## config.mk

```make
export PLATFORM = sky130hd
export DESIGN_NAME = code_lock_top
export DESIGN_NICKNAME = d
export VERILOG_FILES = /design/src/logic/lock_pkg.sv /design/src/logic/alert_tone.sv /design/src/logic/code_lock_top.sv /design/src/logic/entry_buffer.sv /design/src/logic/keypad_decoder.sv /design/src/logic/lock_controller.sv /design/src/logic/lockout_timer.sv
export VERILOG_INCLUDE_DIRS = /design/src /design/src/logic
export SDC_FILE = /design/constraint.sdc
export NUM_CORES = 1
export LEC_CHECK = 0
export BUFFER_PORTS_ARGS = -buffer_cell sky130_fd_sc_hd__clkbuf_2
export CAP_MARGIN = 20
export CORE_MARGIN = 8
export CORE_UTILIZATION = 48
export DETAILED_ROUTE_END_ITERATION = 8
export PLACE_DENSITY_LB_ADDON = 0.1
export SYNTH_ARGS = -nofsm -noshare
export SYNTH_HDL_FRONTEND = slang
export SYNTH_HIERARCHICAL = 1
export SYNTH_SLANG_ARGS = --single-unit
```

## constraint.sdc

```tcl
create_clock -name clk -period 4.9 [get_ports clk]
set_input_delay 0.98 -clock clk [delete_from_list [all_inputs] [get_ports clk]]
set_output_delay 0.98 -clock clk [all_outputs]
set_load 0.1 [all_outputs]
```

## src/logic/lock_consts.svh

```systemverilog
`ifndef LOCK_CONSTS_SVH
`define LOCK_CONSTS_SVH

// code entry
`define LOCK_DIGITS        3
`define LOCK_MAX_TRIES     3
`define LOCK_DEFAULT_CODE  12'h246
`define LOCK_BLANK         4'hf        // blank display position

// lockout, seconds held as bcd tens and units
`define LOCK_LOCKOUT_SECS  8'h20
`define LOCK_SEC_CYCLES    64          // small for simulation

// buzzer patterns, half-period and total length in cycles
`define LOCK_CLICK_HALF    2
`define LOCK_CLICK_LEN     8
`define LOCK_SUCCESS_HALF  3
`define LOCK_SUCCESS_LEN   30
`define LOCK_FAIL_HALF     6
`define LOCK_FAIL_LEN      40
`define LOCK_TICK_HALF     2
`define LOCK_TICK_LEN      12

// counter width inside the tone generator
`define LOCK_TONE_CW       16

`endif

```

## src/logic/lock_pkg.sv

```systemverilog
`default_nettype none

package lock_pkg;

    // decoded key, digits first so the value is the digit itself
    typedef enum logic [3:0] {
        KEY_D0    = 4'd0,
        KEY_D1    = 4'd1,
        KEY_D2    = 4'd2,
        KEY_D3    = 4'd3,
        KEY_D4    = 4'd4,
        KEY_D5    = 4'd5,
        KEY_D6    = 4'd6,
        KEY_D7    = 4'd7,
        KEY_D8    = 4'd8,
        KEY_D9    = 4'd9,
        KEY_BACK  = 4'd10,
        KEY_ENTER = 4'd11,
        KEY_CLEAR = 4'd12,
        KEY_SET   = 4'd13
    } key_code_e;

    typedef logic [3:0] bcd_digit_t;  // 4'hf shows as blank

    typedef enum logic [2:0] {
        TONE_NONE,
        TONE_CLICK,
        TONE_SUCCESS,
        TONE_FAIL,
        TONE_TICK
    } tone_e;

endpackage

`default_nettype wire

```

## src/logic/alert_tone.sv

```systemverilog
`timescale 1ns/1ps
`default_nettype none

`include "lock_consts.svh"

module alert_tone (
    input  wire             clk,
    input  wire             reset,
    input  wire  lock_pkg::tone_e tone_req,
    output logic            buzzer
);
    import lock_pkg::*;

    logic [`LOCK_TONE_CW-1:0] req_half;
    logic [`LOCK_TONE_CW-1:0] req_len;
    logic [`LOCK_TONE_CW-1:0] half;      // latched half-period
    logic [`LOCK_TONE_CW-1:0] phase;
    logic [`LOCK_TONE_CW-1:0] len_left;
    logic                     active;

    // pitch and length per event
    always_comb begin
        case (tone_req)
            TONE_CLICK:   begin req_half = `LOCK_CLICK_HALF;   req_len = `LOCK_CLICK_LEN;   end
            TONE_SUCCESS: begin req_half = `LOCK_SUCCESS_HALF; req_len = `LOCK_SUCCESS_LEN; end
            TONE_FAIL:    begin req_half = `LOCK_FAIL_HALF;    req_len = `LOCK_FAIL_LEN;    end
            TONE_TICK:    begin req_half = `LOCK_TICK_HALF;    req_len = `LOCK_TICK_LEN;    end
            default:      begin req_half = '0;                 req_len = '0;                end
        endcase
    end

    always_ff @(posedge clk) begin
        if (reset) begin
            active <= 1'b0;
            buzzer <= 1'b0;
        end else if (tone_req != TONE_NONE) begin
            active <= 1'b1;  // restart pattern
            buzzer <= 1'b1;
        end else if (active) begin
            if (len_left == '0) begin
                active <= 1'b0;
                buzzer <= 1'b0;
            end else if (phase == half - 1'b1) begin
                buzzer <= ~buzzer;
            end
        end
    end

    always_ff @(posedge clk) begin
        if (tone_req != TONE_NONE) begin
            half     <= req_half;
            phase    <= '0;
            len_left <= req_len - 1'b1;
        end else if (active) begin
            phase    <= (phase == half - 1'b1) ? '0 : phase + 1'b1;
            len_left <= len_left - 1'b1;
        end
    end

endmodule

`default_nettype wire

```

## src/logic/code_lock_top.sv

```systemverilog
`timescale 1ns/1ps
`default_nettype none

`include "lock_consts.svh"

module code_lock_top (
    input  wire         clk,
    input  wire         reset,
    input  wire  [15:0] onehot,
    output logic [11:0] display,
    output logic        unlocked,
    output logic        locked_out,
    output logic        buzzer
);
    import lock_pkg::*;

    logic                          key_valid;
    key_code_e                     key;
    logic                          accept_key;
    logic                          entry_clear;
    bcd_digit_t [`LOCK_DIGITS-1:0] entry_digits;
    logic                          entry_full;
    logic                          lockout_start;
    logic                          lockout_active;
    logic                          sec_tick;
    bcd_digit_t [1:0]              remaining;
    tone_e                         tone_req;

    keypad_decoder i_keypad_decoder (
        .clk       (clk),
        .reset     (reset),
        .onehot    (onehot),
        .key_valid (key_valid),
        .key       (key)
    );

    entry_buffer i_entry_buffer (
        .clk          (clk),
        .reset        (reset),
        .key_valid    (key_valid),
        .key          (key),
        .accept_key   (accept_key),
        .entry_clear  (entry_clear),
        .entry_digits (entry_digits),
        .entry_full   (entry_full)
    );

    lockout_timer i_lockout_timer (
        .clk            (clk),
        .reset          (reset),
        .lockout_start  (lockout_start),
        .lockout_active (lockout_active),
        .sec_tick       (sec_tick),
        .remaining      (remaining)
    );

    lock_controller i_lock_controller (
        .clk            (clk),
        .reset          (reset),
        .key_valid      (key_valid),
        .key            (key),
        .entry_digits   (entry_digits),
        .entry_full     (entry_full),
        .lockout_active (lockout_active),
        .sec_tick       (sec_tick),
        .remaining      (remaining),
        .accept_key     (accept_key),
        .entry_clear    (entry_clear),
        .lockout_start  (lockout_start),
        .unlocked       (unlocked),
        .locked_out     (locked_out),
        .tone_req       (tone_req),
        .display        (display)
    );

    alert_tone i_alert_tone (
        .clk      (clk),
        .reset    (reset),
        .tone_req (tone_req),
        .buzzer   (buzzer)
    );

endmodule

`default_nettype wire

```

## src/logic/entry_buffer.sv

```systemverilog
`timescale 1ns/1ps
`default_nettype none

`include "lock_consts.svh"

module entry_buffer (
    input  wire                                         clk,
    input  wire                                         reset,
    input  wire                                         key_valid,
    input  wire  lock_pkg::key_code_e                   key,
    input  wire                                         accept_key,
    input  wire                                         entry_clear,
    output lock_pkg::bcd_digit_t [`LOCK_DIGITS-1:0]     entry_digits,
    output logic                                        entry_full
);
    import lock_pkg::*;

    localparam int CW = $clog2(`LOCK_DIGITS + 1);

    logic [CW-1:0] count;  // digits held

    assign entry_full = (count == CW'(`LOCK_DIGITS));

    always_ff @(posedge clk) begin
        if (reset || entry_clear) begin
            entry_digits <= {`LOCK_DIGITS{`LOCK_BLANK}};
            count        <= '0;
        end else if (key_valid && key == KEY_CLEAR) begin
            entry_digits <= {`LOCK_DIGITS{`LOCK_BLANK}};
            count        <= '0;
        end else if (key_valid && accept_key) begin
            if (key <= KEY_D9) begin
                if (!entry_full) begin
                    // newest digit at the low position
                    entry_digits <= {entry_digits[`LOCK_DIGITS-2:0], bcd_digit_t'(key)};
                    count        <= count + 1'b1;
                end
            end else if (key == KEY_BACK) begin
                if (count != '0) begin
                    entry_digits <= {`LOCK_BLANK, entry_digits[`LOCK_DIGITS-1:1]};
                    count        <= count - 1'b1;
                end
            end
        end
    end

endmodule

`default_nettype wire

```

## src/logic/keypad_decoder.sv

```systemverilog
`timescale 1ns/1ps
`default_nettype none

module keypad_decoder (
    input  wire                 clk,
    input  wire                 reset,
    input  wire  [15:0]         onehot,
    output logic                key_valid,
    output lock_pkg::key_code_e key
);
    import lock_pkg::*;

    localparam int KEY_LINES = 14;  // lines 14 and 15 carry no key

    logic [15:0] onehot_q;
    logic [15:0] prev_q;
    logic        single_hot;
    logic [3:0]  hot_idx;

    // exactly one bit set, and only on a mapped line
    assign single_hot = (onehot_q[15:KEY_LINES] == '0) &&
                        (onehot_q != 16'h0) &&
                        ((onehot_q & (onehot_q - 16'h1)) == 16'h0);

    always_comb begin
        hot_idx = 4'd0;
        for (int i = 0; i < KEY_LINES; i++) begin
            if (onehot_q[i]) begin
                hot_idx = 4'(i);  // line number is the key code
            end
        end
    end

    always_ff @(posedge clk) begin
        if (reset) begin
            onehot_q  <= 16'h0;
            prev_q    <= 16'h0;
            key_valid <= 1'b0;
        end else begin
            onehot_q  <= onehot;  // input register
            key_valid <= single_hot && (onehot_q != prev_q);
            // release or bad code forgets the last key
            prev_q    <= single_hot ? onehot_q : 16'h0;
        end
    end

    always_ff @(posedge clk) begin
        key <= key_code_e'(hot_idx);
    end

endmodule

`default_nettype wire

```

## src/logic/lock_controller.sv

```systemverilog
`timescale 1ns/1ps
`default_nettype none

`include "lock_consts.svh"

module lock_controller (
    input  wire                                        clk,
    input  wire                                        reset,
    input  wire                                        key_valid,
    input  wire  lock_pkg::key_code_e                  key,
    input  wire  lock_pkg::bcd_digit_t [`LOCK_DIGITS-1:0] entry_digits,
    input  wire                                        entry_full,
    input  wire                                        lockout_active,
    input  wire                                        sec_tick,
    input  wire  lock_pkg::bcd_digit_t [1:0]           remaining,
    output logic                                       accept_key,
    output logic                                       entry_clear,
    output logic                                       lockout_start,
    output logic                                       unlocked,
    output logic                                       locked_out,
    output lock_pkg::tone_e                            tone_req,
    output logic [11:0]                                display
);
    import lock_pkg::*;

    localparam int TW = $clog2(`LOCK_MAX_TRIES + 1);

    bcd_digit_t [`LOCK_DIGITS-1:0] secret;
    logic [TW-1:0]                 tries;     // wrong codes in a row
    logic                          set_mode;  // next entry becomes the secret

    assign accept_key = set_mode || (!unlocked && !locked_out);
    assign display    = lockout_active ? {`LOCK_BLANK, remaining} : entry_digits;

    always_ff @(posedge clk) begin
        if (reset) begin
            secret        <= `LOCK_DEFAULT_CODE;
            tries         <= '0;
            set_mode      <= 1'b0;
            unlocked      <= 1'b0;
            locked_out    <= 1'b0;
            entry_clear   <= 1'b0;
            lockout_start <= 1'b0;
            tone_req      <= TONE_NONE;
        end else begin
            entry_clear   <= 1'b0;
            lockout_start <= 1'b0;
            tone_req      <= sec_tick ? TONE_TICK : TONE_NONE;
            if (locked_out && !lockout_active && !lockout_start) begin
                locked_out <= 1'b0;  // countdown finished
            end
            if (key_valid && !locked_out) begin
                case (key)
                    KEY_ENTER: begin
                        if (set_mode && entry_full) begin
                            secret      <= entry_digits;
                            set_mode    <= 1'b0;
                            tries       <= '0;
                            tone_req    <= TONE_SUCCESS;
                            entry_clear <= 1'b1;
                        end else if (!unlocked && entry_full) begin
                            entry_clear <= 1'b1;
                            if (entry_digits == secret) begin
                                unlocked <= 1'b1;
                                tries    <= '0;
                                tone_req <= TONE_SUCCESS;
                            end else begin
                                tone_req <= TONE_FAIL;
                                if (tries == TW'(`LOCK_MAX_TRIES - 1)) begin
                                    tries         <= '0;
                                    locked_out    <= 1'b1;
                                    lockout_start <= 1'b1;
                                end else begin
                                    tries <= tries + 1'b1;
                                end
                            end
                        end
                    end
                    KEY_SET: begin
                        if (unlocked) begin
                            set_mode    <= 1'b1;
                            entry_clear <= 1'b1;
                        end
                    end
                    KEY_CLEAR: begin
                        entry_clear <= 1'b1;
                        unlocked    <= 1'b0;  // relock
                        set_mode    <= 1'b0;
                    end
                    KEY_BACK: begin
                        if (accept_key) tone_req <= TONE_CLICK;
                    end
                    default: begin  // digits
                        if (accept_key && !entry_full) tone_req <= TONE_CLICK;
                    end
                endcase
            end
        end
    end

endmodule

`default_nettype wire

```

## src/logic/lockout_timer.sv

```systemverilog
`timescale 1ns/1ps
`default_nettype none

`include "lock_consts.svh"

module lockout_timer (
    input  wire                        clk,
    input  wire                        reset,
    input  wire                        lockout_start,
    output logic                       lockout_active,
    output logic                       sec_tick,
    output lock_pkg::bcd_digit_t [1:0] remaining
);
    import lock_pkg::*;

    localparam int DW = $clog2(`LOCK_SEC_CYCLES);

    logic [DW-1:0] div_cnt;
    logic          sec_end;

    assign sec_end = (div_cnt == DW'(`LOCK_SEC_CYCLES - 1));

    always_ff @(posedge clk) begin
        if (reset) begin
            lockout_active <= 1'b0;
            sec_tick       <= 1'b0;
            div_cnt        <= '0;
        end else begin
            sec_tick <= 1'b0;
            if (lockout_start) begin
                lockout_active <= 1'b1;
                div_cnt        <= '0;
            end else if (lockout_active) begin
                div_cnt <= sec_end ? '0 : div_cnt + 1'b1;
                if (sec_end) begin
                    sec_tick <= 1'b1;
                    // this tick reaches 00
                    if (remaining == {4'h0, 4'h1}) begin
                        lockout_active <= 1'b0;
                    end
                end
            end
        end
    end

    // bcd countdown, borrow from tens
    always_ff @(posedge clk) begin
        if (lockout_start) begin
            remaining <= `LOCK_LOCKOUT_SECS;
        end else if (lockout_active && sec_end && remaining != 8'h00) begin
            if (remaining[0] == 4'h0) begin
                remaining[1] <= remaining[1] - 4'h1;
                remaining[0] <= 4'h9;
            end else begin
                remaining[0] <= remaining[0] - 4'h1;
            end
        end
    end

endmodule

`default_nettype wire

```

-- Word level (Yosys, flattened, before mapping)
Cells that the tools add are included.
- add/sub/neg operators: 11
- multipliers: 0
- div/mod/pow operators: 0
- order comparisons: 1
- equal/unequal tests: 21
- shift operators: 0
- muxes and demuxes: 71
- bitwise gates (word level): 7
- reduce and logical (&&, ||, !) cells: 53
- operators with widths (kind ; number):
    12-bit 2-to-1 mux ; 5
    16-bit 2-to-1 mux ; 3
    16-bit by 1-bit subtractor with 16-bit output (second input constant) ; 3
    3-bit 2-to-1 mux ; 14
    16-bit zero test ; 2
    1-bit 2-to-1 mux ; 31
    6-bit one-hot mux with 4 select lines ; 1
    2-bit 2-to-1 mux ; 10
    3-bit one-hot mux with 3 select lines ; 2
    16-bit by 1-bit adder with 16-bit output (second input constant) ; 1
    16-bit AND ; 1
    16-bit == test ; 1
    4-bit == test (second input constant) ; 4
    16-bit != test ; 1
    16-bit nonzero test ; 1
    1-bit logical AND ; 14
    2-bit OR reduction ; 7
    12-bit == test ; 1
    2-bit nonzero test ; 6
    6-bit OR reduction ; 2
    3-bit nonzero test ; 3
    8-bit by 1-bit == test with 1-bit output (second input constant) ; 1
    2-bit by 1-bit != test with 1-bit output (second input constant) ; 4
    4-bit AND reduction ; 2
    other kinds (26) ; 44
- flip-flop bits (word level): 139
- latch bits: 0
- bits in writable memories: 0
- bits in read-only memories: 0
- bits of input ports: 18
- memories: 0

-- Logic depth before layout (Yosys ltp)
Gate-level depths: netlist of the first run.
- depth after elaboration: 12
- depth in mapped cells: 9

-- Cells and area by module
Netlist of the first run, hierarchy kept.
- modules (own cells, without submodules) (module ; times used ; cells each ; area an instance (um^2) ; sequential area each (um^2)):
    alert_tone ; 1 ; 212 ; 2028.2 ; 930.9
    keypad_decoder ; 1 ; 154 ; 1552.7 ; 740.7
    lock_controller ; 1 ; 130 ; 1209.9 ; 440.4
    lockout_timer ; 1 ; 83 ; 739.5 ; 320.3
    entry_buffer ; 1 ; 83 ; 705.7 ; 280.3

-- Worst setup path before layout of the first run
OpenSTA, ideal clock, no wires.
- path type: register -> output
- start point: register i_lockout_timer.lockout_active
- end point: output display[3]
- data arrival time: 1.240 ns
- slack: 2.680 ns
- cell stages (with the launch flop): 3
- cells stage by stage: dfxtp_1 > clkbuf_1 > mux2_2
- word-level cells in the longest chain between the ends: 1
- ends and longest elaborated chain (what ; line ; source):
    start: declaration ; lockout_timer.sv:10 ; output logic lockout_active,
    start signal: assignment ; lockout_timer.sv:25 ; lockout_active <= 1'b0;
    start signal: assignment ; lockout_timer.sv:31 ; lockout_active <= 1'b1;
    start signal: assignment ; lockout_timer.sv:39 ; lockout_active <= 1'b0;
    12-bit 2-to-1 mux ; lock_controller.sv:33 ; assign display = lockout_active ? {`LOCK_BLANK, remaining} : entry_digits;
    end: declaration ; code_lock_top.sv:10 ; output logic [11:0] display,
No other way between the ends.

-- Worst setup path after layout of the first run
- start point: register i_lockout_timer.lockout_active
- end point: output display[5]
The elaborated chain is that of the path after synthesis.

==> results of run 1 <==
path summary, 6_finish.rpt:
path / cells past startpoint / endpoint
hold reg to reg: 1 / i_lock_controller/tone_req[2]
setup reg to reg: 8 / i_alert_tone/phase[5]
setup / recovery: 2 / display[5]
hold / removal: 1 / i_lock_controller/tone_req[2]
where the power goes:
| part | total, µW | leakage [µW] | internal (µW) | switching, µW |
|---|---|---|---|---|
| registers | 1110 | 0.00104 | 1070 | 43.1 |
| clock network | 1290 | 0.000302 | 854 | 441 |
| logic | 143 | 0.00127 | 59.6 | 83.5 |
cells in the mapped netlist, types with 7 or more instances:
cell type and n:
a21oi_1 26, clkbuf_1 11, dfxtp_1 107, edfxtp_1 19, ha_1 7, inv_1 21, mux2_2 8, mux2i_1 17
nand2_1 45, nand3_1 9, nand4_1 16, nor2_1 73, nor2b_1 19, nor3_1 22, nor3b_1 7, nor3b_2 7
nor4_1 7, o211ai_1 7, o21ai_0 28, o21ai_1 8, or3_1 11, xnor2_1 48, xor2_1 8
final cells by class:
type / count / share of cell area
clock inverters: 12 / 0.0235
repair buffers: 33 / 0.0237
well taps: 172 / 0.0304
clock buffers: 18 / 0.0620
multi-input cells: 488 / 0.465
inverters: 23 / 0.0122
flip-flops and latches: 126 / 0.383
routing by layer:
metal	track usage	vias to the layer above
met5	0	-
met4	0.0731	0
met3	0.0498	21
met2	0.256	117
met1	0.211	2248
li1	-	2419
flip-flops by register name (all words and copies together), names as in the netlist, 2 cells and up:
name                         flops
i_alert_tone/len_left           16
i_alert_tone/phase              16
i_keypad_decoder/onehot_q       16
i_keypad_decoder/prev_q         16
i_entry_buffer/entry_digits     12
i_lock_controller/secret        12
i_lockout_timer/remaining        8
i_lockout_timer/div_cnt          6
i_keypad_decoder/key             4
i_alert_tone/half                3
i_lock_controller/tone_req       3
i_entry_buffer/count             2
i_lock_controller/tries          2
per-stage QoR:
step	total power, µW	cell area [µm²]	setup slack [ns]
2_1_floorplan	1240	6240	2.68
3_3_place_gp	1270	6470	2.17
3_5_place_dp	1270	6470	2.16
4_1_cts	2570	7080	1.89
5_1_grt	2640	7080	1.80
6_report	2550	7080	1.89
worst reg2reg max path: cells and delay by family, from the launching register on:
kind | cells | cell delay [ns]
AOI/OAI and AO/OA | 3 | 1.26
adders and majority gates | 2 | 0.40
buffers and inverters | 1 | 0.06
DFF | 1 | 0.39
and+or+nand+nor | 2 | 0.45
cells in the final DEF (no fill, tap or decap), types with 7 or more instances in the layout:
master / Yosys / layout
mux2_2: 8 / 8
inv_1: 21 / 21
o21ai_1: 8 / 8
o21ai_0: 28 / 28
xnor2_1: 48 / 48
clkbuf_2: 0 / 32
mux2i_1: 17 / 17
or3_1: 11 / 11
nand4_1: 16 / 16
clkbuf_16: 0 / 17
dfxtp_1: 107 / 107
nor3_1: 22 / 22
nor3b_2: 7 / 7
nor4_1: 7 / 7
a21oi_1: 26 / 26
nor2_1: 73 / 73
ha_1: 7 / 7
o211ai_1: 7 / 7
xor2_1: 8 / 8
nor2b_1: 19 / 19
edfxtp_1: 19 / 19
nand2_1: 45 / 45
nand3_1: 9 / 9
nor3b_1: 7 / 7
cell families after synthesis:
group	after synthesis	synth area share
flip-flops	126	0.435
buffers and inverters	49	0.0379
AND/OR/NAND/NOR	271	0.249
other	1	0.000601
AO/OA/AOI/OAI	127	0.143
adder cells (fa/ha/maj)	7	0.0140
multiplexers	25	0.0417
XOR/XNOR	56	0.0787
==> flow_summary.yaml, run 1 <==
setup_path:
  worstPathArrival_ns: 2.03
  critical_path_peak_fanout: 21
  worstSetupStartpoint: "i_lockout_timer/lockout_active"
  cp_top_family: "flip-flops"
  crit_type: "reg2out"
  cp_cell_sequence: "mux2_2, clkbuf_2"
  cpMaxStageDelayCell: "dfxtp_1"
  worst-path-buf-inv: 1
  endpoint_kind: "output pin"
  start_kind: "register"
  worstPathRequired_ns: 3.92
  slowest_delay_ns: 0.83
  rrSetupSlack_ns: 2.20
  rr_startpoint: "i_alert_tone/half[0]"
timing:
  worstMarginPinSlew_ns: 0.906
  rsz0062_at_grt: "no"
  min_period_ns: 3.01
  slew_headroom: 0.396
  period_share: 0.614
  setup_viol: 0
  timing.fmax_mhz: 332
  worst_clock_skew_ns: 0.00897
  whs_ns: 0.471
  report.final.slew_viol_count: 0
  hold_viol: 0
  fin_tns_setup_ns: 0
pwr:
  power.leakage_uw: 0.00261
  p_per_area_nw_per_um2: 360
  vdd_drop_max_v: 0.000285
floorplan:
  die_area_um2: 16900
  core_area_um2: 12700
  io_pins: 33
  initial_core_util: 0.492
  die_y_um: 130
  floorplan.rows: 41
  chipWidth_um: 130
flow_run:
  cap_violations: 0
yosys:
  synth.largest_area_cell: "dfxtp_1"
  ys.flop_type: "dfxtp_1"
  synth_area_leaders: "dfxtp_1, edfxtp_1, xnor2_1"
  postSynthCellCount: 662
  synth-async-reset-ratio: 0
  synth-seq-cells: 126
  synth_edf_count: 19
  yosys.area.top_type_share: 0.343
  syn-cell-area_um2: 6240
  synth.avg_cell_area_um2: 9.42
  yosys_warnings: 6
  seq_area_frac_synth: 0.435
  synthDistinctLibCells: 81
global_route:
  grt_max_degree: 40
  grt_pass1_vias: 4590
  globalRouteOverflowTotal: 0
  grt_pass1_wl_mm: 22.1
  antenna_found_initial: 0
  grt_use_total: 0.166
layout:
  antenna_cells: 0
  fin_cells: 872
  area_growth_pct: 13.5
  multi_input_area_um2: 3290
  drive_gt1_frac: 0.163
  n_fill_cell: 1160
  final_nets: 714
  regArea_um2: 2710
  final_util: 0.559
hold_path:
  min_from: "i_lockout_timer/sec_tick"
  worstHoldPathType: "reg2reg"
clock_network:
  post_cts_resized: 0
  clkLatencyLatePin_ns: 0.42
  clk_pin_slew_ns: 0.06
  cts_tree: "yes"
  cts_max_level: 4
  ctsHoldBuffers: 0
  ctsLongestPathBuffers: 2
  cts_inserted_buffers: 17
  cts_sinks: 126
  post-cts-setup-buffers: 0
  cts.root.buffer_cell: "clkbuf_16"
placed_design:
  port_buffers: 32
  gp_congestion: 0.849
  dp_hpwl_mm: 9.14
  dp_cells: 842
detailed_routing:
  wl_mm: 13.4
  drt_iter0_drc: 367
  viasPerCell: 5.51
  top_layer: "met4"
  wl_met3_um: 563
  met1_length_mm: 6.39
  routedWlPerCell_um: 15.4
  dr_wl_met2_mm: 6.15
  ant_nets: 0
  firstDrtPassIters: 5
  drc_errors: 0
  vias: 4805
outcome:
  outcome: "complete, no violations"
No activity file was read; power rests on OpenSTA's default activity.
==> run 2, diff against run 1 <==
==> constraint.sdc (replaced) <==
create_clock -name clk -period 2.8 [get_ports clk]
set_input_delay 0.56 -clock clk [delete_from_list [all_inputs] [get_ports clk]]
set_output_delay 0.56 -clock clk [all_outputs]
set_load 0.1 [all_outputs]
==> run 2 against run 1 <==
Against the previous run:
- combinational power increased by 75%
- via count increased by 0.62%
- cell area increased by 0.23%
- wire length decreased by 1.4%
- sequential cell count unchanged
- clock power increased by 71%
- clock-buffer cell count decreased by 1
- first-iteration DRC count decreased by 1.1%
- worst setup slack got worse by 1.6 ns
- critical path type unchanged
- highest routed layer unchanged
==> flow_summary.yaml, run 2 (synthesis results as in run 1) <==
global_route:
  grt_use_total: 0.168
  grt_pass1_wl_mm: 22.6
  grt_max_degree: 40
  globalRouteOverflowTotal: 0
  grt_pass1_vias: 4752
  antenna_found_initial: 0
clock_network:
  cts_sinks: 126
  cts_max_level: 4
  cts.root.buffer_cell: "clkbuf_16"
  post-cts-setup-buffers: 0
  clk_pin_slew_ns: 0.06
  ctsHoldBuffers: 0
  post_cts_resized: 0
  cts_inserted_buffers: 17
  ctsLongestPathBuffers: 2
  cts_tree: "yes"
  clkLatencyLatePin_ns: 0.41
floorplan:
  die_area_um2: 16900
  die_y_um: 130
  floorplan.rows: 41
  core_area_um2: 12700
  initial_core_util: 0.492
  io_pins: 33
  chipWidth_um: 130
timing:
  fin_tns_setup_ns: 0
  worst_clock_skew_ns: 0.00710
  report.final.slew_viol_count: 0
  rsz0062_at_grt: "no"
  min_period_ns: 2.51
  worstMarginPinSlew_ns: 0.956
  hold_viol: 0
  setup_viol: 0
  period_share: 0.898
  timing.fmax_mhz: 398
  whs_ns: 0.350
  slew_headroom: 0.363
setup_path:
  rr_startpoint: "i_alert_tone/half[0]"
  endpoint_kind: "output pin"
  r2r-end: "i_alert_tone/phase[13]"
  rrSetupSlack_ns: 0.32
  r2r_cells: 8
  start_kind: "register"
  crit_type: "reg2out"
  cp_cell_sequence: "buf_4, mux2_2, clkbuf_2"
  worstPathRequired_ns: 2.24
  worstPathArrival_ns: 1.95
  slowest_delay_ns: 0.55
  cpMaxStageDelayCell: "dfxtp_1"
  critical_path_peak_fanout: 11
pwr:
  switchingPower_uw: 1020
  power.leakage_uw: 0.00261
  p_per_area_nw_per_um2: 618
  switching_share: 0.232
  comb_power_share: 0.057
  internal_power_uw: 3370
  seqPwrFrac: 0.442
  vdd_drop_max_v: 0.000373
  pwr-share-clk: 0.501
detailed_routing:
  vias: 4835
  viasPerCell: 5.51
  wl_mm: 13.2
  firstDrtPassIters: 5
  drt_iter0_drc: 363
  routedWlPerCell_um: 15.1
  ant_nets: 0
  drc_errors: 0
outcome:
  outcome: "complete, no violations"
layout:
  layout_common_cells: "dfxtp_1, nor2_1, xnor2_1, nand2_1, clkbuf_2"
  final_nets: 717
  antenna_cells: 0
  area_growth_pct: 13.8
  final_common_cell: "dfxtp_1"
  drive_gt1_frac: 0.169
  final_util: 0.560
hold_path:
  worstHoldPathType: "in2reg"
  min_path_cells: 2
  min_from: "onehot[6]"
  hold_end: "i_keypad_decoder/onehot_q[6]"
flow_run:
  cap_violations: 0
placed_design:
  gp_congestion: 0.827
  dp_hpwl_mm: 9.16
  port_buffers: 32
[run 2: cell types whose count changed in the layout (fill, tap and decap cells not counted), sizes merged]
cell / delta
buf: +3
inv: +2
bufinv: -1
clkinvlp: +1
clkbuf: -1
clkinv: +1
[run 2: layout make-up]
| cell class | instances | area, µm² |
|---|---|---|
| Fill cell | 1121 | 5580 |
| Clock inverter | 15 | 166 |
| Tap cell | 172 | 215 |
| Multi-Input combinational cell | 488 | 3300 |
| Clock buffer | 17 | 425 |
| Timing Repair Buffer | 36 | 190 |
| Inverter | 23 | 86.3 |
| Sequential cell | 126 | 2710 |
[run 2: how the worst max path moves through the flow]
| stage | slack (ns) | cells after the start | from | to |
|---|---|---|---|---|
| 6_report | 0.29 | 3 | i_lockout_timer/lockout_active | display[0] |
| 5_1_grt | 0.13 | 8 | i_alert_tone/half[0] | i_alert_tone/phase[9] |
| 4_1_cts | 0.18 | 8 | i_alert_tone/half[0] | i_alert_tone/phase[14] |
| 3_5_place_dp | 0.20 | 8 | i_alert_tone/half[0] | i_alert_tone/phase[5] |
| 3_3_place_gp | 0.37 | 8 | i_alert_tone/half[0] | i_alert_tone/phase[14] |
| 2_1_floorplan | 0.59 | 9 | i_alert_tone/half[0] | i_alert_tone/phase[9] |
[run 2: metal layers]
layer / global-route usage / routed length [µm]
met5: 0 / 0
met4: 0.0601 / 150
met3: 0.0441 / 506
met2: 0.276 / 6370
met1: 0.209 / 6200
[run 2: per-stage QoR]
step                      setup WS (ns)  total power, µW  instance area, µm²  instances
after global placement            0.369             2220                6490        845
final                             0.286             4380                7090        877
after global routing              0.134             4560                7090        877
after CTS                         0.183             4440                7090        877
after floorplan                   0.586             2160                6240        663
after detailed placement          0.202             2220                6490        845
[run 2: power by group through the flow]
stage | combinational [µW] | clock (µW) | sequential, µW
after global routing | 275 | 2340 | 1950
final | 250 | 2200 | 1940
after CTS | 248 | 2250 | 1940
after global placement | 242 | 0 | 1980
after floorplan | 214 | 0 | 1950
after detailed placement | 246 | 0 | 1980
[run 2: worst max-delay path, delay by kind of cell, from the launching register on]
| family | cells | cell delay, ns |
|---|---|---|
| buffers and inverters | 2 | 0.64 |
| multiplexers | 1 | 0.35 |
| flip-flops | 1 | 0.55 |
